<file path="src/raster_pkg.sv">
// shared definitions for the triangle rasterizer
// screen and buffer sizes, pixel color fields
// coefficient, edge value and address types, walker states

`default_nettype none

package raster_pkg;

  ////////////////////
  // frame buffer geometry
  ////////////////////
  // half of the 640x480 display in each direction
  localparam int fb_width  = 320;
  localparam int fb_height = 240;
  localparam int fb_depth  = fb_width * fb_height;

  // screen coordinates
  typedef logic [8:0] coord_x_t;
  typedef logic [7:0] coord_y_t;

  // linear buffer address, row * 320 + column
  typedef logic [16:0] fb_addr_t;

  ////////////////////
  // pixel color
  ////////////////////
  // 3-3-2 packing, rrrgggbb
  typedef logic [7:0] color_t;
  localparam int red_msb   = 7;
  localparam int green_msb = 4;
  localparam int blue_msb  = 1;

  ////////////////////
  // edge equations
  ////////////////////
  // a and b span at most one screen dimension
  typedef logic signed [9:0] coef_t;
  // c is a difference of two 17-bit products
  typedef logic signed [18:0] const_t;
  // a*x + b*y + c with headroom
  typedef logic signed [20:0] edge_sum_t;

  // setup cycles from start to done
  localparam int edge_latency = 2;

  // walker sequencing
  typedef enum logic [1:0] {
    walk_idle,
    walk_setup,
    walk_scan
  } walk_state_t;

endpackage

`default_nettype wire

</file>
<file path="src/scan_out.sv">
// display read-out
// 640x480 position to half-resolution buffer address
// 3-3-2 pixel widened to 4-bit channels

`default_nettype none

module scan_out
  import raster_pkg::*;
(
  input  logic        S_AXI_ACLK,
  input  logic        S_AXI_ARESETN,
  input  logic [9:0]  draw_x,
  input  logic [9:0]  draw_y,
  input  color_t      rd_data,
  output fb_addr_t    rd_addr,
  output logic [3:0]  red,
  output logic [3:0]  green,
  output logic [3:0]  blue
);

  // each buffer pixel covers a 2x2 display block
  assign rd_addr = fb_addr_t'(draw_y[9:1]) * fb_addr_t'(fb_width) + fb_addr_t'(draw_x[9:1]);

  ////////////////////
  // color expansion
  ////////////////////
  always_ff @(posedge S_AXI_ACLK) begin
    if (!S_AXI_ARESETN) begin
      red   <= 4'd0;
      green <= 4'd0;
      blue  <= 4'd0;
    end else begin
      // low bits padded with zero
      red   <= {rd_data[red_msb -: 3], 1'b0};
      green <= {rd_data[green_msb -: 3], 1'b0};
      blue  <= {rd_data[blue_msb -: 2], 2'b00};
    end
  end

endmodule

`default_nettype wire

</file>
<file path="config.mk">
export PLATFORM = sky130hd
export DESIGN_NAME = scan_out
export DESIGN_NICKNAME = d
export VERILOG_FILES = /design/src/raster_pkg.sv /design/src/scan_out.sv
export SDC_FILE = /design/constraint.sdc
export NUM_CORES = 1
export LEC_CHECK = 0
export ABC_AREA = 0
export BUFFER_PORTS_ARGS = -buffer_cell sky130_fd_sc_hd__clkbuf_2
export CELL_PAD_IN_SITES_DETAIL_PLACEMENT = 0
export CELL_PAD_IN_SITES_GLOBAL_PLACEMENT = 1
export CORE_MARGIN = 2
export CORE_UTILIZATION = 28
export CTS_CLUSTER_DIAMETER = 200
export CTS_CLUSTER_SIZE = 25
export DETAILED_ROUTE_END_ITERATION = 10
export PLACE_DENSITY = 0.88
export SYNTH_ARGS = -nofsm -noshare
export SYNTH_HDL_FRONTEND = slang
export SYNTH_SLANG_ARGS = --single-unit
</file>
<file path="constraint.sdc">
create_clock -name S_AXI_ACLK -period 3.85 [get_ports S_AXI_ACLK]
set_clock_uncertainty 0.05 [all_clocks]
set_input_delay 0.77 -clock S_AXI_ACLK [delete_from_list [all_inputs] [get_ports S_AXI_ACLK]]
set_output_delay 0.77 -clock S_AXI_ACLK [all_outputs]
set_load 0.02 [all_outputs]
</file>
-- Yosys cells after proc, flatten, opt, wreduce, memory -nomap -nowiden
Cells that the tools add are included.
- bits of input ports: 30
- output and inout bits: 29
- logic and storage cells: 8
- bits in registers: 12
- add/sub/neg operators: 1
- $mul: 1
- operators with widths (cell ; count):
    adder 17 x 9 -> 17 bit ; 1
    multiplier 9 x 3 -> 11 bit (second input constant) ; 1

-- Longest topological paths before layout
- depth after elaboration: 2
- gate-level depth with buffers: 9
- depth with buffers taken out: 9

-- Least setup slack after synthesis
OpenSTA, ideal clock, no wires.
- path kind: input -> output
- start: input port draw_y[2]
- end: output port rd_addr[16]
- arrival time: 3119 ps
- buffers on the path: 0
- path slack: -89 ps
- stages on the path: 9
- required time: 3030 ps
- cells stage by stage: ha_1 ha_1 fa_1 a211oi_1 nor2_1 xor2_1 nand3_1 or3b_1 xnor2_1
- word-level cells in the longest chain between the ends: 2
- RTL lines (element ; RTL line ; source):
    from (decl) ; scan_out.sv:13 ; input logic [9:0] draw_y,
    multiplier 9 x 3 -> 11 bit ; scan_out.sv:22 ; assign rd_addr = fb_addr_t'(draw_y[9:1]) * fb_addr_t'(fb_width) + fb_addr_t'(draw_x[9:1]);
    adder 17 x 9 -> 17 bit ; scan_out.sv:22 ;
    to (decl) ; scan_out.sv:15 ; output fb_addr_t rd_addr,
Every way passes these cells.

-- Worst setup path after layout
- start: input port draw_y[4]
- end: output port rd_addr[16]
Same word-level chain as after synthesis.

==> reports/metrics.cfg <==
[synthesis]
syn_area_per_cell_um2=9.019
netlist_instances=96
yosys_register_bits=8
synth_warnings=0
yosysSeqAreaShare_pct=18.50
synth_cell_type_count=24
syn_area_um2=865.8

[flow_run]
drv_cap=0

[placed_design]
gp_congestion=0.7139
pre_cts_ws_ps=-209.9
placed_cells_incl_taps=175
port_buffers=40
dpl.hpwl_mm=1.675

[drt]
via_count=817
drt-total-wl_mm=1.969
remaining_drc_errors=0
viasPerCell=4.564
first_pass_iters=4
drtIter0Drc=15
wl_per_cell_um=11.00
ant_nets=0

[floorplanning]
start_util_pct=28.83
design.die.area_um2=3553
num_rows=20
ioPinCount=59
core_area_um2=3003
die_y_um=59.61
dieWidth_um=59.61

[cts]
clk_pin_slew_ps=50
cts.path.max_buffers=2
cts_buffers=3
htreeDepth=1
cts.root.buffer_cell=clkbuf_4
cts_tree=yes
clkSinkCount=8
cts_hold_buf=0

[global_route]
grt_pass1_vias=829
grt-ovfl-total=0
antenna_found_initial=0
grt_util_all_layers_pct=12.43
grt_pass1_wl_mm=3.325
grt_max_degree=9

[critical_path]
critical_path.cell_chain=buf_8 > ha_4 > ha_4 > fa_2 > a211oi_2 > nor2_1 > xor2_1 > nand3_1 > or3b_4 > xnor2_2 > clkbuf_8
path_delay_family=adder cells
crit_path_start_kind=input port
cp_data_required_time_ps=3030
slowest_delay_ps=420
cp_slowest_cell=or3b_4
crit_fanout=2
worstSetupPathType=in -> out
cp_common_cell=ha_4
arrival_ps=3070
cp_num_buf_inv=2
worst_setup_path_end_kind=output port

[power]
ir_drop_uv=83.44
total_power_w=0.0004141
combPwrFrac_pct=63.9
power_density_nw_per_um2=326.7
power.switching_w=0.0001664
intPower_w=0.0002477
power_frac_seq_pct=21.3
clock_power_share_pct=14.8
p_sw_share_pct=40.19
leakagePower_nw=0.6701

[timing]
drv_slew=0
finalSetupTns_ps=-41.86
finalCritPeriodShare_pct=101.1
hold_viol=0
grt_setup_unrepaired=yes
period_minus_slack_ps=3892
timing.final.ws_setup_ps=-41.86
setup_viol=1
fmax_mhz=256.9

[run_status]
status=finished with violations
violations=negative setup slack

[hold_path]
hold_path_class=in -> reg

[cells_and_area]
fin_cells=179
nNetsFinal=197
area_growth_syn_to_layout_pct=46.39
drive_gt1_share_pct=47.95
utilization_pct=42.21
nFillCells=301
diodes=0

cells in the mapped netlist:
cell type   n  share of area [%]
inv_1       5                2.2
ha_1       17                 25
dfxtp_1     8                 18
conb_1      1               0.43
and3b_1     1                1.0
o21ai_1     1               0.58
nand3_1     3                1.7
nor2_1      5                2.2
o211ai_1    1               0.87
a31oi_1     1               0.72
nand2_1     3                1.3
nor3b_2     1                1.4
xor2_1      7                7.1
o21bai_1    2                1.7
a211oi_1    1               0.87
a21oi_1     4                2.3
fa_1        2                4.6
buf_4      10                8.7
or3b_1      1                1.0
xnor2_1     7                7.1
and2_1      8                5.8
a21o_1      4                3.5
o21ai_0     2                1.2
nor2b_1     1               0.72
routing by layer:
layer / vias up / global-route usage (%) / part of all wire (%) / routed length, um
li1: 412 / - / - / -
met1: 362 / 10.48 / 35 / 697
met2: 35 / 25.27 / 56 / 1110
met3: 8 / 3.057 / 6.3 / 124
met4: 0 / 7.302 / 1.8 / 36
met5: - / 0 / 0 / 0
power by group through the flow:
| stage | Clock [W] | Combinational, W | Sequential [W] |
|---|---|---|---|
| final | 0.0000612 | 0.000265 | 0.0000884 |
| after global routing | 0.0000719 | 0.000289 | 0.0000888 |
| after CTS | 0.0000633 | 0.000249 | 0.0000884 |
| after detailed placement | 0 | 0.000242 | 0.0000901 |
| after global placement | 0 | 0.000235 | 0.0000900 |
| after floorplan | 0 | 0.000155 | 0.0000960 |
cell families after synthesis:
| family | share of synthesized area [%] |
|---|---|
| AOI/OAI and AO/OA | 11.71 |
| adders and majority gates | 29.19 |
| buffers and inverters | 10.84 |
| other | 0.4331 |
| and+or+nand+nor | 15.17 |
| xor gates and xnor gates | 14.16 |
| DFF | 18.50 |
sequential cells by signal, indices dropped and copies added (netlist names):
| signal | cells |
|---|---|
| green | 3 |
| blue | 2 |
| red | 3 |
metrics by stage:
stage	hold slack, ps	instance area (um2)
final	677.4	1267
after global routing	661.9	1267
after CTS	677.6	1192
after detailed placement	931.1	1149
after global placement	926.1	1149
after floorplan	841.7	884.6
layout make-up:
cell class	count	area [um2]	share of cell area, %
multi-input combinational	76	691.9	54.59
sequential	8	160.2	12.64
inverter	5	18.77	1.481
clock buffer	3	22.52	1.777
tap	33	41.29	3.258
timing repair buffer	54	332.8	26.26
final timing paths:
| path | from | end | depth (start not counted) |
|---|---|---|---|
| setup / recovery | draw_y[4] | rd_addr[16] | 11 |
| hold / removal | rd_data[3] | green[2] | 2 |
layout by cell type (no fill, tap or decap), drive strengths merged, types with 4 or more instances in the layout:
cell type / count
a21o: 4
a21oi: 4
and2: 8
buf: 17
clkbuf: 40
conb: 4
dfxtp: 8
ha: 17
inv: 5
nor2: 5
xnor2: 7
xor2: 7
repair_timing:
action,CTS,global route
endpoints found under the setup margin,1,2
setup buffers,0,1
pin swaps,1,11
resized for setup,6,17
Power figures use the tool's default switching activity.
