===== src/raster_pkg.sv =====
// shared definitions for the triangle rasterizer
// screen and buffer sizes, pixel color fields
// coefficient, edge value and address types, walker states

`default_nettype none

package raster_pkg;

  ////////////////////
  // frame buffer geometry
  ////////////////////
  // half of the 640x480 display in each direction
  localparam int fb_width  = 320;
  localparam int fb_height = 240;
  localparam int fb_depth  = fb_width * fb_height;

  // screen coordinates
  typedef logic [8:0] coord_x_t;
  typedef logic [7:0] coord_y_t;

  // linear buffer address, row * 320 + column
  typedef logic [16:0] fb_addr_t;

  ////////////////////
  // pixel color
  ////////////////////
  // 3-3-2 packing, rrrgggbb
  typedef logic [7:0] color_t;
  localparam int red_msb   = 7;
  localparam int green_msb = 4;
  localparam int blue_msb  = 1;

  ////////////////////
  // edge equations
  ////////////////////
  // a and b span at most one screen dimension
  typedef logic signed [9:0] coef_t;
  // c is a difference of two 17-bit products
  typedef logic signed [18:0] const_t;
  // a*x + b*y + c with headroom
  typedef logic signed [20:0] edge_sum_t;

  // setup cycles from start to done
  localparam int edge_latency = 2;

  // walker sequencing
  typedef enum logic [1:0] {
    walk_idle,
    walk_setup,
    walk_scan
  } walk_state_t;

endpackage

`default_nettype wire


===== src/raster_walk.sv =====
// triangle acceptance and bounding box walk
// FSM takes one triangle at a time and starts setup
// edge sums are stepped by a per column and b per row

`default_nettype none

module raster_walk
  import raster_pkg::*;
(
  input  logic      S_AXI_ACLK,
  input  logic      S_AXI_ARESETN,
  input  logic      tri_valid,
  input  coord_x_t  v1x,
  input  coord_x_t  v2x,
  input  coord_x_t  v3x,
  input  coord_y_t  v1y,
  input  coord_y_t  v2y,
  input  coord_y_t  v3y,
  input  color_t    color,
  input  logic      edge_done,
  input  coef_t     a1,
  input  coef_t     b1,
  input  coef_t     a2,
  input  coef_t     b2,
  input  coef_t     a3,
  input  coef_t     b3,
  input  const_t    c1,
  input  const_t    c2,
  input  const_t    c3,
  input  coord_x_t  bb_x_min,
  input  coord_x_t  bb_x_max,
  input  coord_y_t  bb_y_min,
  input  coord_y_t  bb_y_max,
  input  color_t    edge_color,
  output logic      tri_ready,
  output logic      edge_start,
  output coord_x_t  tri_x1,
  output coord_x_t  tri_x2,
  output coord_x_t  tri_x3,
  output coord_y_t  tri_y1,
  output coord_y_t  tri_y2,
  output coord_y_t  tri_y3,
  output color_t    tri_color,
  output logic      wr_en,
  output fb_addr_t  wr_addr,
  output color_t    wr_data
);

  walk_state_t state;

  // running sums and their row-start copies
  edge_sum_t sum1, sum2, sum3;
  edge_sum_t row1, row2, row3;
  edge_sum_t nxt_row1, nxt_row2, nxt_row3;
  edge_sum_t start1, start2, start3;
  fb_addr_t  row_addr, start_addr;
  coord_x_t  cur_x;
  coord_y_t  cur_y;

  logic accept;
  logic row_end;
  logic last_pixel;
  logic covered;

  // edge value at one pixel, only used once per triangle
  function automatic edge_sum_t edge_at(coef_t a, coef_t b, const_t c,
                                        coord_x_t x, coord_y_t y);
    edge_sum_t ax;
    edge_sum_t by;
    ax = edge_sum_t'(a) * edge_sum_t'(x);
    by = edge_sum_t'(b) * edge_sum_t'(y);
    return ax + by + edge_sum_t'(c);
  endfunction

  assign accept     = tri_valid && tri_ready;
  assign row_end    = (cur_x == bb_x_max);
  assign last_pixel = row_end && (cur_y == bb_y_max);

  // top left corner of the box
  assign start1     = edge_at(a1, b1, c1, bb_x_min, bb_y_min);
  assign start2     = edge_at(a2, b2, c2, bb_x_min, bb_y_min);
  assign start3     = edge_at(a3, b3, c3, bb_x_min, bb_y_min);
  assign start_addr = fb_addr_t'(bb_y_min) * fb_addr_t'(fb_width) + fb_addr_t'(bb_x_min);

  assign nxt_row1 = row1 + edge_sum_t'(b1);
  assign nxt_row2 = row2 + edge_sum_t'(b2);
  assign nxt_row3 = row3 + edge_sum_t'(b3);

  // inside for either winding, edges count as inside
  assign covered = ((sum1 >= 0) && (sum2 >= 0) && (sum3 >= 0)) ||
                   ((sum1 <= 0) && (sum2 <= 0) && (sum3 <= 0));

  assign wr_en   = (state == walk_scan) && covered;
  // setup holds the color for the whole walk
  assign wr_data = edge_color;

  ////////////////////
  // sequencing
  ////////////////////
  always_ff @(posedge S_AXI_ACLK) begin
    if (!S_AXI_ARESETN) begin
      state      <= walk_idle;
      tri_ready  <= 1'b1;
      edge_start <= 1'b0;
    end else begin
      edge_start <= 1'b0;
      case (state)
        walk_idle: begin
          if (accept) begin
            state      <= walk_setup;
            tri_ready  <= 1'b0;
            edge_start <= 1'b1;
          end
        end
        walk_setup: begin
          if (edge_done) begin
            state <= walk_scan;
          end
        end
        walk_scan: begin
          // done after the bottom right pixel
          if (last_pixel) begin
            state     <= walk_idle;
            tri_ready <= 1'b1;
          end
        end
        default: begin
          state <= walk_idle;
        end
      endcase
    end
  end

  ////////////////////
  // datapath
  ////////////////////
  always_ff @(posedge S_AXI_ACLK) begin
    if (accept) begin
      tri_x1    <= v1x;
      tri_x2    <= v2x;
      tri_x3    <= v3x;
      tri_y1    <= v1y;
      tri_y2    <= v2y;
      tri_y3    <= v3y;
      tri_color <= color;
    end
    if (state == walk_setup && edge_done) begin
      sum1     <= start1;
      sum2     <= start2;
      sum3     <= start3;
      row1     <= start1;
      row2     <= start2;
      row3     <= start3;
      wr_addr  <= start_addr;
      row_addr <= start_addr;
      cur_x    <= bb_x_min;
      cur_y    <= bb_y_min;
    end else if (state == walk_scan) begin
      if (row_end) begin
        // restart from the row copy one line down
        sum1     <= nxt_row1;
        sum2     <= nxt_row2;
        sum3     <= nxt_row3;
        row1     <= nxt_row1;
        row2     <= nxt_row2;
        row3     <= nxt_row3;
        wr_addr  <= row_addr + fb_addr_t'(fb_width);
        row_addr <= row_addr + fb_addr_t'(fb_width);
        cur_x    <= bb_x_min;
        cur_y    <= cur_y + 1'b1;
      end else begin
        sum1    <= sum1 + edge_sum_t'(a1);
        sum2    <= sum2 + edge_sum_t'(a2);
        sum3    <= sum3 + edge_sum_t'(a3);
        wr_addr <= wr_addr + 1'b1;
        cur_x   <= cur_x + 1'b1;
      end
    end
  end

endmodule

`default_nettype wire


===== config.mk =====
export PLATFORM = sky130hd
export DESIGN_NAME = raster_walk
export DESIGN_NICKNAME = d
export VERILOG_FILES = /design/src/raster_pkg.sv /design/src/raster_walk.sv
export SDC_FILE = /design/constraint.sdc
export NUM_CORES = 2
export LEC_CHECK = 0
export ABC_CLOCK_PERIOD_IN_PS = 16500
export BUFFER_PORTS_ARGS = -buffer_cell sky130_fd_sc_hd__clkbuf_2
export CAP_MARGIN = 40
export CORE_MARGIN = 2
export CORE_UTILIZATION = 30
export CTS_BUF_LIST = sky130_fd_sc_hd__clkbuf_16
export CTS_CLUSTER_SIZE = 20
export DETAILED_ROUTE_END_ITERATION = 7
export PLACE_DENSITY = 0.53
export SYNTH_ARGS = -nofsm -noshare
export SYNTH_HDL_FRONTEND = slang
export SYNTH_SLANG_ARGS = --single-unit

===== constraint.sdc =====
create_clock -name S_AXI_ACLK -period 16.5 [get_ports S_AXI_ACLK]
set_input_delay 0 -clock S_AXI_ACLK [delete_from_list [all_inputs] [get_ports S_AXI_ACLK]]
set_output_delay 0 -clock S_AXI_ACLK [all_outputs]
set_load 0.05 [all_outputs]

# Word level (Yosys, flattened, before mapping)
# Index checks and enable logic that the tools add are counted.
# op_classes
add_sub_neg	17
multipliers	7
magnitude_cmp	6
eq_ne	7
mux	38
n_reduce_logical	17
# ops
operator	count
two-way mux 21 bit	18
adder 21 x 10 -> 21 bit	6
two-way mux 17 bit	6
adder 20 x 19 -> 21 bit	3
adder 21 x 19 -> 21 bit	3
>= comparator 21 x 1 -> 1 bit, second input constant	3
<= comparator 21 x 1 -> 1 bit, second input constant	3
multiplier 10 x 10 -> 20 bit	3
multiplier 10 x 9 -> 19 bit	3
two-way mux 9 bit	3
two-way mux 8 bit	3
adder 17 x 1 -> 17 bit, second input constant	1
adder 17 x 9 -> 17 bit	1
adder 17 x 9 -> 17 bit, second input constant	1
multiplier 8 x 3 -> 11 bit, second input constant	1
adder 9 x 1 -> 9 bit, second input constant	1
equality test 9 bit	1
adder 8 x 1 -> 8 bit, second input constant	1
equality test 8 bit	1
logical AND 1 bit	8
two-way mux 2 bit	3
!= test 2 bit, second input constant	3
one-hot mux 2 bit (3 select lines)	1
AND reduction 3 bit	2
8 further kinds	13
# word_totals
regBits	240
inputBits	222

# Depth between registers and ports, before layout
# logic_depth
depth_word	5
ltp_mapped	24
depth_no_buf	23

# Least setup slack after synthesis
# Ideal clock, no wire load.
# synth_timing
path_type	reg2reg
from	register cur_x[1]
to	register cur_y[0] (enable)
arrival_ps	7282
setup_slack_ps	8583
path_stages_with_launch	7
n_path_buf	2
synth_period_minus_slack_ps	7917
path_cell_list	edfxtp_1 -> xor2_1 -> nor4_1 -> nand4_1 -> clkbuf_1 -> clkbuf_1 -> o21ai_0
# synth_via
elab_chain_cells	3
# synth_rtl
item	line_no	source
from (decl)	raster_walk.sv:57	coord_x_t cur_x;
from (signal assigned)	raster_walk.sv:156	cur_x <= bb_x_min;
from (signal assigned)	raster_walk.sv:169	cur_x <= bb_x_min;
from (signal assigned)	raster_walk.sv:176	cur_x <= cur_x + 1'b1;
equality test 9 bit	raster_walk.sv:76	assign row_end = (cur_x == bb_x_max);
nonzero test 2 bit (no source line)	-	
AND reduction 2 bit (no source line)	-	
to (signal assigned)	raster_walk.sv:157	cur_y <= bb_y_min;
to (signal assigned)	raster_walk.sv:170	cur_y <= cur_y + 1'b1;
to (decl)	raster_walk.sv:58	coord_y_t cur_y;
# No other way between the ends.
# A chain may end at the register's enable or synchronous reset.

# Worst setup path in the final report
# layout_timing
from	input port bb_y_min[3]
to	register sum3[19], data pin
# layout_via
elab_chain_cells	4
# layout_rtl
item	line_no	source
from (decl)	raster_walk.sv:32	input coord_y_t bb_y_min,
multiplier 10 x 9 -> 19 bit	raster_walk.sv:71	by = edge_sum_t'(b) * edge_sum_t'(y);
adder 20 x 19 -> 21 bit	raster_walk.sv:72	return ax + by + edge_sum_t'(c);
adder 21 x 19 -> 21 bit	raster_walk.sv:72	
two-way mux 21 bit	raster_walk.sv:147	if (state == walk_setup && edge_done) begin
to (signal assigned)	raster_walk.sv:150	sum3 <= start3;
to (signal assigned)	raster_walk.sv:163	sum3 <= nxt_row3;
to (signal assigned)	raster_walk.sv:174	sum3 <= sum3 + edge_sum_t'(a3);
to (decl)	raster_walk.sv:52	edge_sum_t sum1, sum2, sum3;
# No other way between the ends.

==> impl_metrics.csv <==
group,metric,value,unit
run_status,status,"completed",
yosys,synth_fa_ha_area_share,42.94,%
cts,cts.path.max_buffers,3,
cts,cts_root_buf,"clkbuf_16",
die,pin_count,309,
yosys,synth_enable_flop_cells,236,
setup_path,r2r_setup_slack,12910,ps
die,dieArea,0.1347,mm^2
place,gp_congestion,0.8626,
final_layout,design_area,0.04476,mm^2
final_layout,syn_to_final_growth,13.22,%
drt,dr.pass1.iters,5,
yosys,yosysSeqAreaShare,18.13,%
yosys,synth_warnings,0,
setup_path,r2r-start,"cur_x[1]$_DFFE_PP_",
global_route,grt_pass1_wl,182.7,mm
sta,layout_setup_ws,9929,ps
cts,post-cts-setup-buffers,0,
place,pre_cts_ws,9305,ps
cts,htree_levels,1,
global_route,antenna_found_initial,12,
yosys,synthTopCellsByArea,"fa_1 31%, edfxtp_1 18%, ha_1 12%, inv_1 8.3%, and2_1 5.0%",
final_layout,multi_input_area,0.02864,mm^2
global_route,grt_pass1_vias,31550,
sta,skew,15.95,ps
sta,rsz0062_at_grt,"false",
setup_path,cpPeakStageDelay,560,ps
drt,routed_via_density,4.662,
final_layout,layout.cells.non_filler,6305,
yosys,synth-simple-area-share,13.43,%
yosys,postSynthAreaPerCell,9.394,um^2
sta,slew_violations,0,
global_route,grt_usage,17.46,%
drt,wl_per_cell,18.41,um
die,num_rows,133,
place,io_buffers,292,
cts,post_cts_hold_buffer_count,71,
setup_path,arrival,6890,ps
setup_path,cp-end-kind,"flip-flop",
yosys,synth_common_cells,"876 x inv_1, 611 x fa_1, 425 x nand2_1",
yosys,synth_compound_area_share,10.39,%
die,dieWidth,367,um
setup_path,crit_chain,"clkbuf_2, buf_4, nand2_1, fa_1, inv_1, fa_1, fa_1, fa_1, fa_1, fa_1, inv_1, fa_1, inv_1, ha_1, and3_1, a221oi_2, o21ai_1, or4b_4, a31o_1, a21oi_2, o21ai_2, xnor2_2, a21oi_1",
setup_path,critical_path_class,"in -> reg",
sta,worst_slew_pin_slew,893.0,ps
setup_path,reg2regPathDepth,8,
final_layout,nFillCells,13750,
sta,clock.fmax,152.2,MHz
die,core_area,0.1311,mm^2
setup_path,endpoint,"sum3[19]$_DFFE_PP_",
place,place_area,0.04309,mm^2
place,hpwl,94.13,mm
place,dp.cells,6172,
yosys,netlist_area,0.03953,mm^2
drt,routed_wl,116.1,mm
die,die_y,367,um
sta,hold_viol,0,
sta,fin_crit,6571,ps
yosys,synth_top_area_share,30.94,%
cts,cts_tree,"yes",
job,max_cap_viol_count,0,
setup_path,crit_path_start_kind,"input pin",
sta,setup-tns-final,0,ps
min_path,holdCritPathClass,"in -> out",
yosys,syn-num-nets,5420,
cts,clk_latency,600,ps
global_route,grt_max_degree,78,
yosys,postSynthCellCount,4208,
final_layout,register_area,0.007167,mm^2
cts,cts.clk_slew.worst_paths,60,ps
cts,numClockSinks,240,
final_layout,fin_nets,5731,
yosys,synth_cell_type_count,83,
setup_path,critPathMaxFanout,26,
final_layout,drive_gt1_share,8.939,%
yosys,ys_seq_elements,240,
drt,initialDrtViolationCount,1515,
yosys,synth_ff_type,"edfxtp_1",
yosys,yosysTopAreaCell,"fa_1",
drt,vias,29390,
yosys,synthXorXnorAreaFrac,5.292,%
sta,slew_headroom,40.46,%
yosys,synth_most_common_cell,"inv_1",
drt,antenna_left,0,
yosys,synth_top_family_by_area,"adder cells",
setup_path,cp_common_cell,"fa_1",
yosys,synth-async-reset-ratio,0,%
setup_path,crit_slowest_cell,"fa_1",
cts,cts.repair.resized,0,
setup_path,r2r_end,"sum3[5]$_DFFE_PP_",
yosys,yosys-mux-area-fraction,0.3323,%
sta,finalCritPeriodShare,39.82,%
drt,route.detailed.drc,0,
cts,numCtsBuffers,29,
sta,setup_viol,0,
setup_path,required,16820,ps
setup_path,critPathLaunch,"bb_y_min[3]",
die,start_util,30.15,%
global_route,grt_overflow_total,0,
[per-layer routing]
metal	part of all wire [%]	GRT usage, %	vias up
li1	-	-	14010
met1	45	23.43	14580
met2	48	29.58	672
met3	4.8	2.081	136
met4	2.8	4.816	4
met5	0.016	0	-
[how the worst min path moves through the flow]
| stage | endpoint | slack (ps) | start | depth (start not counted) |
|---|---|---|---|---|
| after global placement | wr_data[3] | 0.3 | edge_color[3] | 0 |
| final | wr_data[1] | 0.02 | edge_color[1] | 0 |
| after global routing | wr_data[1] | 0.07 | edge_color[1] | 0 |
| after detailed placement | wr_data[3] | 0.3 | edge_color[3] | 0 |
| after CTS | wr_data[3] | 0.3 | edge_color[3] | 0 |
| after floorplan | tri_ready$_SDFFE_PN1P_ | 80 | S_AXI_ARESETN | 1 |
[per-stage QoR]
stage               util [%]  hold slack [ps]
floorplan                  -            76.23
global placement       32.74           0.3409
detailed placement     32.86           0.3409
CTS                    34.12           0.3409
global route           34.12          0.07183
finish                 34.13          0.02197
[cell type report]
class	instances	share of cell area (%)
repair buffers	393	5.602
multi-input cells	2978	63.99
well taps	1755	4.906
clock inverters	25	0.4585
clock buffers	29	1.621
inverters	877	7.361
diodes	8	0.04473
flip-flops and latches	240	16.01
[flip-flops by register name, indices dropped and copies added, names as in the netlist, 9 cells and up]
signal,cells
row_addr,17
row3,21
wr_addr,17
sum1,21
row2,21
tri_x2,9
row1,21
tri_x1,9
sum2,21
tri_x3,9
cur_x,9
sum3,21
[worst max-delay path, delay by kind of cell]
kind | cells | cell delay (ps)
xor+xnor | 1 | 150
simple gates | 3 | 920
buf+inv | 5 | 890
fa+ha+maj | 8 | 3820
compound gates | 6 | 1000
[kinds of logic after synthesis]
logic type      Yosys count
mux                      13
xor+xnor                238
compound gates          648
flops                   240
buf+inv                 990
simple gates           1089
fa+ha+maj               990
[placed cells by master (no fill, tap or decap), drive strengths merged, types with 17 or more instances in the layout]
cell type / instances
o21ai: 183
xnor2: 157
o21bai: 30
and2: 315
clkbuf: 321
a21o: 70
fa: 611
inv: 884
a31oi: 23
nand3: 40
a21oi: 192
ha: 379
nand2: 425
dlygate4sd3: 71
nor2b: 22
nor3: 29
xor2: 81
buf: 30
nor2: 159
and3: 23
edfxtp: 236
nor4: 17
o21a: 31
Power is left out: the tool's default activity adds up to more than one toggle a clock period on the data nets, which glitch-free logic cannot reach.
