### src/raster_pkg.sv
// shared definitions for the triangle rasterizer
// screen and buffer sizes, pixel color fields
// coefficient, edge value and address types, walker states

`default_nettype none

package raster_pkg;

  ////////////////////
  // frame buffer geometry
  ////////////////////
  // half of the 640x480 display in each direction
  localparam int fb_width  = 320;
  localparam int fb_height = 240;
  localparam int fb_depth  = fb_width * fb_height;

  // screen coordinates
  typedef logic [8:0] coord_x_t;
  typedef logic [7:0] coord_y_t;

  // linear buffer address, row * 320 + column
  typedef logic [16:0] fb_addr_t;

  ////////////////////
  // pixel color
  ////////////////////
  // 3-3-2 packing, rrrgggbb
  typedef logic [7:0] color_t;
  localparam int red_msb   = 7;
  localparam int green_msb = 4;
  localparam int blue_msb  = 1;

  ////////////////////
  // edge equations
  ////////////////////
  // a and b span at most one screen dimension
  typedef logic signed [9:0] coef_t;
  // c is a difference of two 17-bit products
  typedef logic signed [18:0] const_t;
  // a*x + b*y + c with headroom
  typedef logic signed [20:0] edge_sum_t;

  // setup cycles from start to done
  localparam int edge_latency = 2;

  // walker sequencing
  typedef enum logic [1:0] {
    walk_idle,
    walk_setup,
    walk_scan
  } walk_state_t;

endpackage

`default_nettype wire

### src/edge_setup.sv
// edge equation and bounding box setup
// two pipeline stages, each loaded by the strobe passing through it
// outputs hold until the next triangle reaches stage two

`default_nettype none

module edge_setup
  import raster_pkg::*;
(
  input  logic      S_AXI_ACLK,
  input  logic      S_AXI_ARESETN,
  input  logic      edge_start,
  input  coord_x_t  v1x,
  input  coord_x_t  v2x,
  input  coord_x_t  v3x,
  input  coord_y_t  v1y,
  input  coord_y_t  v2y,
  input  coord_y_t  v3y,
  input  color_t    tri_color,
  output logic      edge_done,
  output coef_t     a1,
  output coef_t     b1,
  output coef_t     a2,
  output coef_t     b2,
  output coef_t     a3,
  output coef_t     b3,
  output const_t    c1,
  output const_t    c2,
  output const_t    c3,
  output coord_x_t  bb_x_min,
  output coord_x_t  bb_x_max,
  output coord_y_t  bb_y_min,
  output coord_y_t  bb_y_max,
  output color_t    edge_color
);

  // strobe shift, one bit per stage
  logic [edge_latency-1:0] start_pipe;

  // stage one results
  coef_t       da1, db1, da2, db2, da3, db3;
  logic [16:0] p12, p21, p23, p32, p31, p13;
  coord_x_t    x_lo, x_hi, x3_s1;
  coord_y_t    y_lo, y_hi, y3_s1;
  color_t      color_s1;

  assign edge_done = start_pipe[edge_latency-1];

  always_ff @(posedge S_AXI_ACLK) begin
    if (!S_AXI_ARESETN) begin
      start_pipe <= '0;
    end else begin
      start_pipe <= {start_pipe[edge_latency-2:0], edge_start};
    end
  end

  ////////////////////
  // stage one
  ////////////////////
  always_ff @(posedge S_AXI_ACLK) begin
    if (edge_start) begin
      // edges run 1->2, 2->3, 3->1
      da1 <= coef_t'(v1y) - coef_t'(v2y);
      db1 <= coef_t'(v2x) - coef_t'(v1x);
      da2 <= coef_t'(v2y) - coef_t'(v3y);
      db2 <= coef_t'(v3x) - coef_t'(v2x);
      da3 <= coef_t'(v3y) - coef_t'(v1y);
      db3 <= coef_t'(v1x) - coef_t'(v3x);
      // cross products for c, all unsigned here
      p12 <= v1x * v2y;
      p21 <= v2x * v1y;
      p23 <= v2x * v3y;
      p32 <= v3x * v2y;
      p31 <= v3x * v1y;
      p13 <= v1x * v3y;
      // first pair of the box compare
      x_lo     <= (v1x < v2x) ? v1x : v2x;
      x_hi     <= (v1x < v2x) ? v2x : v1x;
      y_lo     <= (v1y < v2y) ? v1y : v2y;
      y_hi     <= (v1y < v2y) ? v2y : v1y;
      x3_s1    <= v3x;
      y3_s1    <= v3y;
      color_s1 <= tri_color;
    end
  end

  ////////////////////
  // stage two
  ////////////////////
  always_ff @(posedge S_AXI_ACLK) begin
    if (start_pipe[0]) begin
      a1 <= da1;
      b1 <= db1;
      a2 <= da2;
      b2 <= db2;
      a3 <= da3;
      b3 <= db3;
      c1 <= const_t'(p12) - const_t'(p21);
      c2 <= const_t'(p23) - const_t'(p32);
      c3 <= const_t'(p31) - const_t'(p13);
      // third vertex against the pair
      bb_x_min   <= (x3_s1 < x_lo) ? x3_s1 : x_lo;
      bb_x_max   <= (x3_s1 > x_hi) ? x3_s1 : x_hi;
      bb_y_min   <= (y3_s1 < y_lo) ? y3_s1 : y_lo;
      bb_y_max   <= (y3_s1 > y_hi) ? y3_s1 : y_hi;
      edge_color <= color_s1;
    end
  end

endmodule

`default_nettype wire

### config.mk
export PLATFORM = sky130hd
export DESIGN_NAME = edge_setup
export DESIGN_NICKNAME = d
export VERILOG_FILES = /design/src/raster_pkg.sv /design/src/edge_setup.sv
export SDC_FILE = /design/constraint.sdc
export NUM_CORES = 1
export LEC_CHECK = 0
export ABC_AREA = 1
export BUFFER_PORTS_ARGS = -buffer_cell sky130_fd_sc_hd__buf_2
export CORE_MARGIN = 2
export CORE_UTILIZATION = 58
export CTS_BUF_LIST = sky130_fd_sc_hd__clkbuf_8
export CTS_CLUSTER_SIZE = 40
export DETAILED_ROUTE_END_ITERATION = 8
export PLACE_DENSITY = 0.92
export SYNTH_ARGS = -nofsm -noshare
export SYNTH_HDL_FRONTEND = slang
export SYNTH_SLANG_ARGS = --single-unit
### constraint.sdc
create_clock -name S_AXI_ACLK -period 4.7 [get_ports S_AXI_ACLK]
set_input_delay 0.705 -clock S_AXI_ACLK [delete_from_list [all_inputs] [get_ports S_AXI_ACLK]]
set_output_delay 0.705 -clock S_AXI_ACLK [all_outputs]
set_load 0.01 [all_outputs]
## Word-level counts from Yosys, hierarchy flattened

Cells that the tools add are included.

- Input port bits: 62
- Bits in registers: 382
- Output and inout port bits: 160

- Magnitude comparators: 6
- Add/subtract/negate cells: 9
- Multipliers: 6
- Multiplexer cells: 8

Operators with widths:

| kind | number |
|---|---|
| multiplier 9 x 8 -> 17 bit | 6 |
| subtractor 17 x 17 -> 18 bit | 3 |
| 2-to-1 mux 9 bit | 4 |
| 2-to-1 mux 8 bit | 4 |
| subtractor 9 x 9 -> 10 bit | 3 |
| subtractor 8 x 8 -> 9 bit | 3 |
| less-than comparator 9 bit | 2 |
| less-than comparator 8 bit | 2 |
| greater-than comparator 9 bit | 1 |
| greater-than comparator 8 bit | 1 |

## Longest topological paths before layout

Gate-level depths: netlist of run 1.

- Depth in word-level cells: 2
- Mapped depth: 21
- Gate-level depth less buffers: 19

## Least setup slack after synthesis of run 1

OpenSTA, ideal clock, no wires.

- Kind: in2reg
- Start: in v1x[5]
- End: reg p13[13], data pin
- Arrival time: 4.298 ns
- Stages: 17
- Path slack: 0.149 ns
- Library setup time: 0.253 ns
- Data required time: 4.447 ns
- Buffers on the path: 2
- Cells stage by stage: clkbuf_1 clkbuf_1 nand2_1 fa_1 fa_1 inv_1 fa_1 inv_1 fa_1 inv_1 ha_1 nand2_1 a21oi_1 o21ai_0 nand3_1 nand2_1 nand2_1

- Word-level cells in the longest chain between the ends: 1

Ends and longest elaborated chain:

| element | RTL line | source |
|---|---|---|
| start, declared | edge_setup.sv:13 | `input coord_x_t v1x,` |
| multiplier 9 x 8 -> 17 bit | edge_setup.sv:75 | `p13 <= v1x * v3y;` |
| end signal, assigned | edge_setup.sv:75 |  |
| end, declared | edge_setup.sv:42 | `logic [16:0] p12, p21, p23, p32, p31, p13;` |

Every way passes these cells.
A chain may end at the register's enable or synchronous reset.

## Worst setup path in the final report of run 1

- Start: in v1y[4]
- End: reg p21[10], data pin

- Word-level cells in the longest chain between the ends: 1

Ends and longest elaborated chain:

| element | RTL line | source |
|---|---|---|
| start, declared | edge_setup.sv:16 | `input coord_y_t v1y,` |
| multiplier 9 x 8 -> 17 bit | edge_setup.sv:71 | `p21 <= v2x * v1y;` |
| end signal, assigned | edge_setup.sv:71 |  |
| end, declared | edge_setup.sv:42 |  |

Every way passes these cells.

==> results of run 1 <==
## kinds of logic (layout without fill, tap and decap cells)
logic type               after synthesis  after routing
buffers and inverters               1308           1600
AO/OA/AOI/OAI                        207            207
AND/OR/NAND/NOR                     1646           1646
other                                  0             12
flip-flops                           373            373
XOR/XNOR                              97             97
adder cells (fa/ha/maj)              617            617
## cell usage in the layout (no fill, tap or decap), types with 3 or more instances in the layout
master and count:
a21oi_1 138, ha_1 356, nor3_1 25, o21ai_0 44, clkinv_1 11, diode_2 12
buf_2 220, nand2_1 1275, nor4_1 3, bufinv_16 9, and2_1 3, nand3_2 3
fa_1 261, o31ai_1 3, nand4_1 34, xnor2_1 36, clkinv_2 5, a21o_1 10
o21bai_1 8, nand3_1 156, xor2_1 61, nor2_1 125, clkbuf_8 66, nand3b_1 12
edfxtp_1 371, inv_1 1208, buf_4 73, or2_2 3
## flip-flops by register name (all words and copies together) (netlist names), 10 cells and up
name,cells
c2,18
c3,18
b2,10
p12,17
db3,10
p31,17
b3,10
db2,10
db1,10
p13,17
p21,17
b1,10
c1,18
p23,17
p32,17
## power groups by stage
stage          Sequential, uW  Combinational [uW]  Clock, uW
3_3_place_gp             5290                9600          0
4_1_cts                  5260               10100       3270
6_report                 5250               10200       3230
5_1_grt                  5310               11600       3390
3_5_place_dp             5310                9930          0
2_1_floorplan            5360                7130          0
## through the flow
step	hold slack, ns	instance area (sq um)	total power (uW)
3_5_place_dp	0.405	36600	15200
5_1_grt	0.160	38000	20300
2_1_floorplan	0.400	34400	12500
6_report	0.195	38000	18700
3_3_place_gp	0.400	36600	14900
4_1_cts	0.149	37900	18600
## worst max-delay path, delay by kind of cell
kind | cells | cell delay (ns)
adder cells (fa/ha/maj) | 5 | 2.32
buffers and inverters | 5 | 0.70
AO/OA/AOI/OAI | 1 | 0.14
XOR/XNOR | 1 | 0.36
AND/OR/NAND/NOR | 4 | 0.34
## metal layers
| layer | vias up | part of all wire, % |
|---|---|---|
| met5 | - | 0.014 |
| met4 | 2 | 6.8 |
| li1 | 13274 | - |
| met3 | 468 | 10 |
| met1 | 13150 | 34 |
| met2 | 1465 | 49 |
## cell type report
class / count / area (sq um) / share of cell area [%]
multi-input cells: 2567 / 18300 / 48.1
well taps: 773 / 967 / 2.55
clock inverters: 47 / 448 / 1.18
inverters: 1191 / 4470 / 11.8
repair buffers: 296 / 1700 / 4.49
clock buffers: 66 / 908 / 2.39
flip-flops and latches: 373 / 11200 / 29.5
diodes: 12 / 30.0 / 0.0791
## cell usage after synthesis
library cell  number  area share (%)
fa_1             261              15
inv_2              1           0.011
nor3_1            25            0.36
o21a_1             2           0.044
nand2_1         1275              14
nand3b_1          12            0.26
xnor2_1           36            0.92
edfxtp_1         371              32
nand4_1           34            0.62
nand3_2            3           0.087
xor2_1            61             1.6
nand3_1          156             2.3
nor3_4             1           0.047
o31ai_1            3           0.065
nor2_1           125             1.4
a21o_1            10            0.22
a21oi_1          138             2.0
buf_2              4           0.058
nand2_2            1           0.018
buf_1             21            0.23
and2_1             3           0.055
nand4_2            2           0.073
clkbuf_2           1           0.015
clkbuf_1          82            0.89
nor2_2             1           0.018
nand2_4            1           0.033
a21boi_0           2           0.044
dfxtp_1            2            0.12
inv_1           1190              13
ha_1             356              13
nand3_4            1           0.051
buf_4              8            0.17
buf_6              1           0.033
o21bai_1           8            0.17
or2_2              3           0.055
nor4_1             3           0.055
o21ai_0           44            0.64
## worst paths after layout
check,start,to
setup reg to reg,y3_s1[7],bb_y_max[6]
hold reg to reg,db3[0],b3[0]
hold / removal,tri_color[6],color_s1[6]
setup / recovery,v1y[4],p21[10]
==> metrics.md, run 1 <==
| Metric | Value |
|---|---|
| Max-cap violation count | `0` |
| Worst Hold Class | `in2reg` |
| Max incr delay on CP | `0.51 ns` |
| Drt first pass iters | `7` |
| Layout filler cell count | `4450` |
| Syn_nets | `4927` |
| Clock sink count | `373` |
| Simple logic cell fraction of the synthesized area | `19.3%` |
| ANT nets after route | `0` |
| P_leak | `0.0224 uW` |
| Layout cells sized above 1 | `8.70%` |
| Worst EP required | `5.14 ns` |
| # hold bufs at CTS | `0` |
| Crit-path cells | `buf_2 -> nand2_1 -> inv_1 -> fa_1 -> fa_1 -> fa_1 -> inv_1 -> fa_1 -> inv_1 -> ha_1 -> nand2_1 -> inv_1 -> nand2_1 -> nand2_1 -> a21oi_1 -> xor2_1` |
| Rel. slew slack | `31.0%` |
| Grt total ovfl | `0` |
| Multiplexer share of the synthesized area | `0%` |
| Crit-path max FO | `18` |
| Total negative slack | `0 ns` |
| Layout Utilization | `64.6%` |
| Critical path class | `in2reg` |
| Detail Placement HPWL | `69400 um` |
| Layout net count | `5169` |
| Die Area | `0.0613 sq mm` |
| Worst Clk Skew | `0.0262 ns` |
| Num CTS Buffers | `61` |
| Reg-to-reg slack, setup | `2.56 ns` |
| Post-synth cell types | `37` |
| Mapped Area | `0.0344 sq mm` |
| Hold Path Depth | `1` |
| Post-CTS Setup Repair Bufs | `0` |
| Pre-CTS WS | `0.0126 ns` |
| Core ar. | `0.0588 sq mm` |
| Critical path arrival | `4.57 ns` |
| Post-route DRC | `0` |
| CTS tree | `yes` |
| Pwr Density | `492 mW/mm^2` |
| Drt initial violations | `2394` |
| Compound-gate portion of the synthesized area | `3.19%` |
| H-tree depth | `2` |
| Post-layout min period | `4.13 ns` |
| Comb power frac | `54.6%` |
| XOR/XNOR Fraction of Synth Area | `2.47%` |
| Worst vdd ir | `0.413 mV` |
| Clock Power Share | `17.3%` |
| I/O pin count | `222` |
| Fmax | `0.242 GHz` |
| Main combinational cell family by area after synthesis | `adder cells` |
| Area growth syn-to-layout | `10.4%` |
| Slowest-stage cell, CP | `fa_1` |
| Die Width | `248 um` |
| Synth Area in Adders | `28.1%` |
| Gate Count Post-Synth | `4248` |
| Seq pwr share | `28.1%` |
| Resize count post-CTS | `0` |
| Met3 Usage GRT | `6.99%` |
| Fin cells | `5325` |
| Clock Path Buffers | `3` |
| GPL Wtd Cong | `0.963` |
| Final Hold Viols | `0` |
| Pin count of the biggest net entering global routing | `155` |
| Row count | `89` |
| Critical Path End Type | `flop` |
| Global route hottest layer | `met2` |
| Synth warn | `0` |
| Final Max Slew Viols | `0` |
| Register area share after synthesis | `32.5%` |
| Pint | `10400 uW` |
| Port Buffers | `221` |
| Measured slew at the worst slew-check pin | `1.02 ns` |
| Initial antenna violation count | `9` |
| Via density | `5.33` |
| NetSw | `8290 uW` |
| Wire length of the first global-routing pass | `144000 um` |
| CTS clk-pin slew, worst paths | `0.06 ns` |
| FF-to-FF path depth | `8` |
| RSZ-0062 raised after global routing | `no` |
| WL final | `91100 um` |
| Status | `complete, no violations` |
| GRT Overall Usage | `30.2%` |
| Clock Tree Root | `clkbuf_8` |
| Skew-Pair Late Insertion Delay | `0.70 ns` |
| Global routing usage on met1 | `33.6%` |
| Vias | `28.4k` |
| # setup viols final | `0` |
| Placed cells | `5200` |
| Vias in the first global route | `28.9k` |
| M2 GR Usage | `52.9%` |
| FF+latch count, synth | `373` |
| Syn_area_per_cell | `8.10 sq um` |
| Die Height | `248 um` |
| Post-route setup slack | `0.569 ns` |
| Part of the cycle the worst path needs | `87.9%` |
| Wire per inst | `17.1 um` |
| Initial core utilization | `58.5%` |
| Crit path launch type | `primary input` |
| Switch share | `44.4%` |
Note: power is estimated with default switching activity, not from simulation.
==> inputs of run 2 (changes only) <==
--- a/config.mk
+++ b/config.mk
@@ -5,14 +5,13 @@
 export SDC_FILE = /design/constraint.sdc
 export NUM_CORES = 1
 export LEC_CHECK = 0
-export ABC_AREA = 1
 export BUFFER_PORTS_ARGS = -buffer_cell sky130_fd_sc_hd__buf_2
 export CORE_MARGIN = 2
-export CORE_UTILIZATION = 58
+export CORE_UTILIZATION = 64
 export CTS_BUF_LIST = sky130_fd_sc_hd__clkbuf_8
 export CTS_CLUSTER_SIZE = 40
 export DETAILED_ROUTE_END_ITERATION = 8
-export PLACE_DENSITY = 0.92
+export PLACE_DENSITY = 0.95
 export SYNTH_ARGS = -nofsm -noshare
 export SYNTH_HDL_FRONTEND = slang
 export SYNTH_SLANG_ARGS = --single-unit
==> constraint.sdc (replaced) <==
create_clock -name S_AXI_ACLK -period 4 [get_ports S_AXI_ACLK]
set_input_delay 0.6 -clock S_AXI_ACLK [delete_from_list [all_inputs] [get_ports S_AXI_ACLK]]
set_output_delay 0.6 -clock S_AXI_ACLK [all_outputs]
set_load 0.01 [all_outputs]
==> run 2 against run 1 <==
The run now fails in global routing. Area after synthesis fell by 10%. Synthesized cell count down 31%.
==> metrics.md, run 2 <==
| Metric | Value |
|---|---|
| Status | `did not finish` |
| Stopped at | `global routing` |
| Err | `[ERROR GRT-0116] Global routing finished with congestion. Check the congestion regions in the DRC Viewer.` |
| Pin count of the biggest net entering global routing | `92` |
| Clock Tree Root | `clkbuf_8` |
| Top-count cell post-synth | `inv_1` |
| Ranking of synthesized cells by area | `edfxtp_1, fa_1, ha_1` |
| I/O pin count | `222` |
| Clock sink count | `373` |
| Wire length of the first global-routing pass | `250000 um` |
| Clock Path Buffers | `3` |
| Port Buffers | `221` |
| Num CTS Buffers | `61` |
| Yosys top cell by area | `edfxtp_1` |
| Mapped Area | `0.0308 sq mm` |
| Placement-stage cell area | `0.0364 sq mm` |
| Synth warn | `0` |
| Vias in the first global route | `36.5k` |
| EDFF count, synth | `371` |
| Synth top area share | `36.1%` |
| Synth top cells by count | `inv_1, nor2_1, edfxtp_1, ha_1, fa_1` |
| Syn_nets | `3599` |
| GPL Wtd Cong | `1.00` |
| H-tree depth | `2` |
| Row count | `80` |
| Die Height | `224 um` |
| Syn_area_per_cell | `10.6 sq um` |
| Synth Flop Type | `edfxtp_1` |
| FF+latch count, synth | `373` |
| Post-synth cell types | `72` |
| FFs w/ async S/R, synth | `0%` |
| Placed cells | `4079` |
| GRT Overall Usage | `69.9%` |
| Register area share after synthesis | `36.2%` |
| Initial core utilization | `64.7%` |
| Grt total ovfl | `105` |
| Gate Count Post-Synth | `2920` |
| Detail Placement HPWL | `77300 um` |
| Die Width | `224 um` |
run 2: cell types whose count changed after synthesis, moves of 39 or more:
cell,previous run,this run
a21o_1,10,60
a21oi_1,138,99
clkbuf_1,82,25
inv_1,1190,475
nand2_1,1275,124
nand3_1,156,23
nor2_1,125,474
o21ai_0,44,90
xnor2_1,36,79
run 2: per-stage QoR:
stage | util, % | setup slack (ns) | hold WS [ns] | setup TNS (ns)
global placement | 76.3 | -0.731 | 0.401 | -27.76
floorplan | - | -0.348 | 0.400 | -5.07
detailed placement | 76.3 | -1.07 | 0.405 | -42.26
CTS | 81.8 | -0.0339 | 0.0597 | -0.125
run 2: layer usage:
metal  GRT overflow  global-route usage [%]
met1              6                    68.9
met2             61                    83.5
met3              3                    60.0
met4             35                    65.9
met5              0                    39.2
run 2: cells by family after synthesis:
| group | count (synthesis) | synth area share, % |
|---|---|---|
| fa+ha+maj | 617 | 31.4 |
| flops | 373 | 36.2 |
| simple gates | 753 | 10.4 |
| mux | 70 | 2.41 |
| compound gates | 412 | 8.87 |
| xor+xnor | 127 | 3.61 |
| buf+inv | 568 | 7.09 |
run 2: timing repair:
| item | in CTS |
|---|---|
| resized for setup | 208 |
| pin swaps | 78 |
| gates cloned | 1 |
| setup endpoints to repair | 43 |
| setup buffers | 79 |
| hold buffers | 0 |
==> inputs of run 3 (changes only) <==
--- a/config.mk
+++ b/config.mk
@@ -7,11 +7,9 @@
 export LEC_CHECK = 0
 export BUFFER_PORTS_ARGS = -buffer_cell sky130_fd_sc_hd__buf_2
 export CORE_MARGIN = 2
-export CORE_UTILIZATION = 64
-export CTS_BUF_LIST = sky130_fd_sc_hd__clkbuf_8
-export CTS_CLUSTER_SIZE = 40
+export CORE_UTILIZATION = 40
 export DETAILED_ROUTE_END_ITERATION = 8
-export PLACE_DENSITY = 0.95
+export PLACE_DENSITY_LB_ADDON = 0.15
 export SYNTH_ARGS = -nofsm -noshare
 export SYNTH_HDL_FRONTEND = slang
 export SYNTH_SLANG_ARGS = --single-unit
==> run 3 against run 2 <==
The flow now finishes, with violations (negative setup slack). Synthesized cell count stayed put. Area after synthesis stayed put.
==> metrics.md, run 3 <==
| Metric | Value |
|---|---|
| I/O pin count | `222` |
| H-tree depth | `2` |
| Post-layout min period | `4.10 ns` |
| ANT nets after route | `0` |
| Crit-path max FO | `5` |
| Multiplexer share of the synthesized area | `2.41%` |
| Num CTS Buffers | `44` |
| Placement-stage cell area | `0.0374 sq mm` |
| Wire per inst | `20.0 um` |
| Initial core utilization | `40.5%` |
| Layout filler cell count | `6706` |
| Pin count of the biggest net entering global routing | `90` |
| Clock Path Buffers | `3` |
| Fmax | `0.244 GHz` |
| Hold Path Depth | `1` |
| Layout cells sized above 1 | `33.6%` |
| Synth Flop Type | `edfxtp_1` |
| Post-route setup slack | `-0.0979 ns` |
| Worst Hold Class | `in2reg` |
| Drt initial violations | `1489` |
| Yosys top cell by area | `edfxtp_1` |
| Total negative slack | `-0.616 ns` |
| Commonest cells after routing, fill and taps aside | `buf_4, inv_1, edfxtp_1` |
| Critical Path End Type | `flop` |
| Max-cap violation count | `0` |
| Critical path arrival | `4.41 ns` |
| EDFF count, synth | `371` |
| GPL Wtd Cong | `0.981` |
| # setup viols final | `13` |
| Fin area | `0.0414 sq mm` |
| Clock sink count | `373` |
| CTS clk-pin slew, worst paths | `0.06 ns` |
| Die Height | `282 um` |
| CTS tree | `yes` |
| Syn_area_per_cell | `10.6 sq um` |
| Reg-to-reg slack, setup | `1.25 ns` |
| Synth top cells by count | `inv_1, nor2_1, edfxtp_1, ha_1, fa_1` |
| Synth top area share | `36.1%` |
| Vias in the first global route | `25.1k` |
| Ranking of synthesized cells by area | `edfxtp_1, fa_1, ha_1` |
| Worst EP required | `4.32 ns` |
| Synth warn | `0` |
| Crit path launch type | `primary input` |
| Leading registers by flop count | `c1 x18, c2 x18, c3 x18` |
| Grt total ovfl | `0` |
| Die Width | `282 um` |
| Final Hold Viols | `0` |
| FF+latch count, synth | `373` |
| Pwr Density | `599 mW/mm^2` |
| Die Area | `0.0794 sq mm` |
| Core ar. | `0.0762 sq mm` |
| Gate Count Post-Synth | `2920` |
| R2R Path End | `bb_x_max[7]` |
| Post-synth cell types | `72` |
| Violated checks | `negative setup slack` |
| Row count | `101` |
| Rel. slew slack | `35.5%` |
| Clock Tree Root | `clkbuf_16` |
| Drt first pass iters | `5` |
| Layout net count | `4352` |
| FF-to-FF Start | `x3_s1[2]` |
| GRT Overall Usage | `24.1%` |
| Hold worst-path end | `color_s1[3]` |
| P_leak | `0.0191 uW` |
| Simple logic cell fraction of the synthesized area | `10.4%` |
| RSZ-0062 raised after global routing | `yes` |
| XOR/XNOR Fraction of Synth Area | `3.61%` |
| Via density | `5.02` |
| Post-route DRC | `0` |
| Critical path class | `in2reg` |
| Final Max Slew Viols | `0` |
| Area growth syn-to-layout | `34.1%` |
| Skew-Pair Late Insertion Delay | `0.59 ns` |
| Worst vdd ir | `0.298 mV` |
| Compound-gate portion of the synthesized area | `8.87%` |
| Worst Clk Skew | `0.0305 ns` |
| Synth Area in Adders | `31.4%` |
| Status | `finished, violations left` |
| Top-count cell post-synth | `inv_1` |
| Syn_nets | `3599` |
| Most common cell after layout, fill and taps aside | `buf_4` |
| Part of the cycle the worst path needs | `102%` |
| WL final | `94600 um` |
| Main combinational cell family by area after synthesis | `adder cells` |
| Mapped Area | `0.0308 sq mm` |
| HP Start | `tri_color[3]` |
| Vias | `23.8k` |
| Port Buffers | `221` |
| Register area share after synthesis | `36.2%` |
| FFs w/ async S/R, synth | `0%` |
| Measured slew at the worst slew-check pin | `0.967 ns` |
| Initial antenna violation count | `3` |
| Wire length of the first global-routing pass | `145000 um` |
| FF-to-FF path depth | `7` |
| Detail Placement HPWL | `76100 um` |
run 3: how the worst max path moves through the flow:
stage | startpoint | endpoint | slack [ns] | cells after the start
after floorplan | v2x[4] | p21[16] | -0.35 | 16
after global placement | v1x[4] | p12[16] | -0.93 | 15
after detailed placement | v1x[5] | p12[16] | -0.96 | 16
after CTS | v1x[3] | p13[13] | -0.07 | 17
after global routing | v1x[3] | p13[13] | -0.22 | 18
final | v1x[3] | p13[13] | -0.1 | 17
run 3: layout make-up:
cell class | instances | area, sq um | area share, %
clock inverter | 25 | 216 | 0.523
timing repair buffer | 770 | 6200 | 15.0
antenna | 1 | 2.50 | 0.00605
clock buffer | 57 | 1180 | 2.85
sequential | 373 | 11200 | 27.0
inverter | 502 | 2130 | 5.16
tap | 1030 | 1290 | 3.12
timing repair inverter | 3 | 25.0 | 0.0605
multi-input combinational | 1979 | 19100 | 46.2
run 3: logic make-up (layout without fill, tap and decap cells):
kind of cell,after synthesis,after routing
muxes,70,70
other,0,1
AOI/OAI and AO/OA,412,412
and+or+nand+nor,753,753
xor gates and xnor gates,127,127
adders and majority gates,617,617
DFF,373,373
buffers and inverters,568,1357
run 3: per-layer routing:
layer / wire (um) / part of all wire, % / track usage, %
met1: 42500 / 45 / 33.0
met5: 8 / 0.0085 / 0
met2: 45000 / 48 / 40.1
met4: 2460 / 2.6 / 6.15
met3: 4670 / 4.9 / 3.56
run 3: per-stage QoR:
stage	utilization [%]	setup WS [ns]	hold slack (ns)	std cells	total power, uW
2_1_floorplan	-	-0.348	0.400	2920	14800
3_3_place_gp	49.1	-0.930	0.402	4556	19500
3_5_place_dp	49.1	-0.962	0.405	4556	19600
4_1_cts	52.6	-0.0742	0.153	4707	24000
5_1_grt	54.3	-0.222	0.163	4740	26700
6_report	54.3	-0.0979	0.192	4740	24800
run 3: report_power, final:
| part | switching (uW) | leakage, uW | internal, uW |
|---|---|---|---|
| Sequential | 336 | 0.00359 | 5850 |
| Combinational | 7690 | 0.0149 | 7020 |
| Clock | 1690 | 0.000679 | 2180 |
| Total | 9710 | 0.0191 | 15100 |
run 3: critical path: stages:
cell	delay (ns)
buf_8	0.10
clkinvlp_4	0.16
buf_12	0.15
buf_6	0.10
nor2_4	0.03
fa_2	0.37
fa_1	0.48
inv_1	0.05
fa_1	0.46
fa_1	0.52
inv_2	0.05
ha_4	0.21
o21a_1	0.16
o31a_1	0.11
o41a_1	0.33
a21o_1	0.24
a211o_1	0.27
run 3: repair_timing:
item,CTS,global route
hold endpoints to repair,0,0
setup endpoints to repair,39,43
pin swaps,89,143
resized for setup,192,254
cloned,3,1
buffers inserted,67,43
hold buffers,0,0
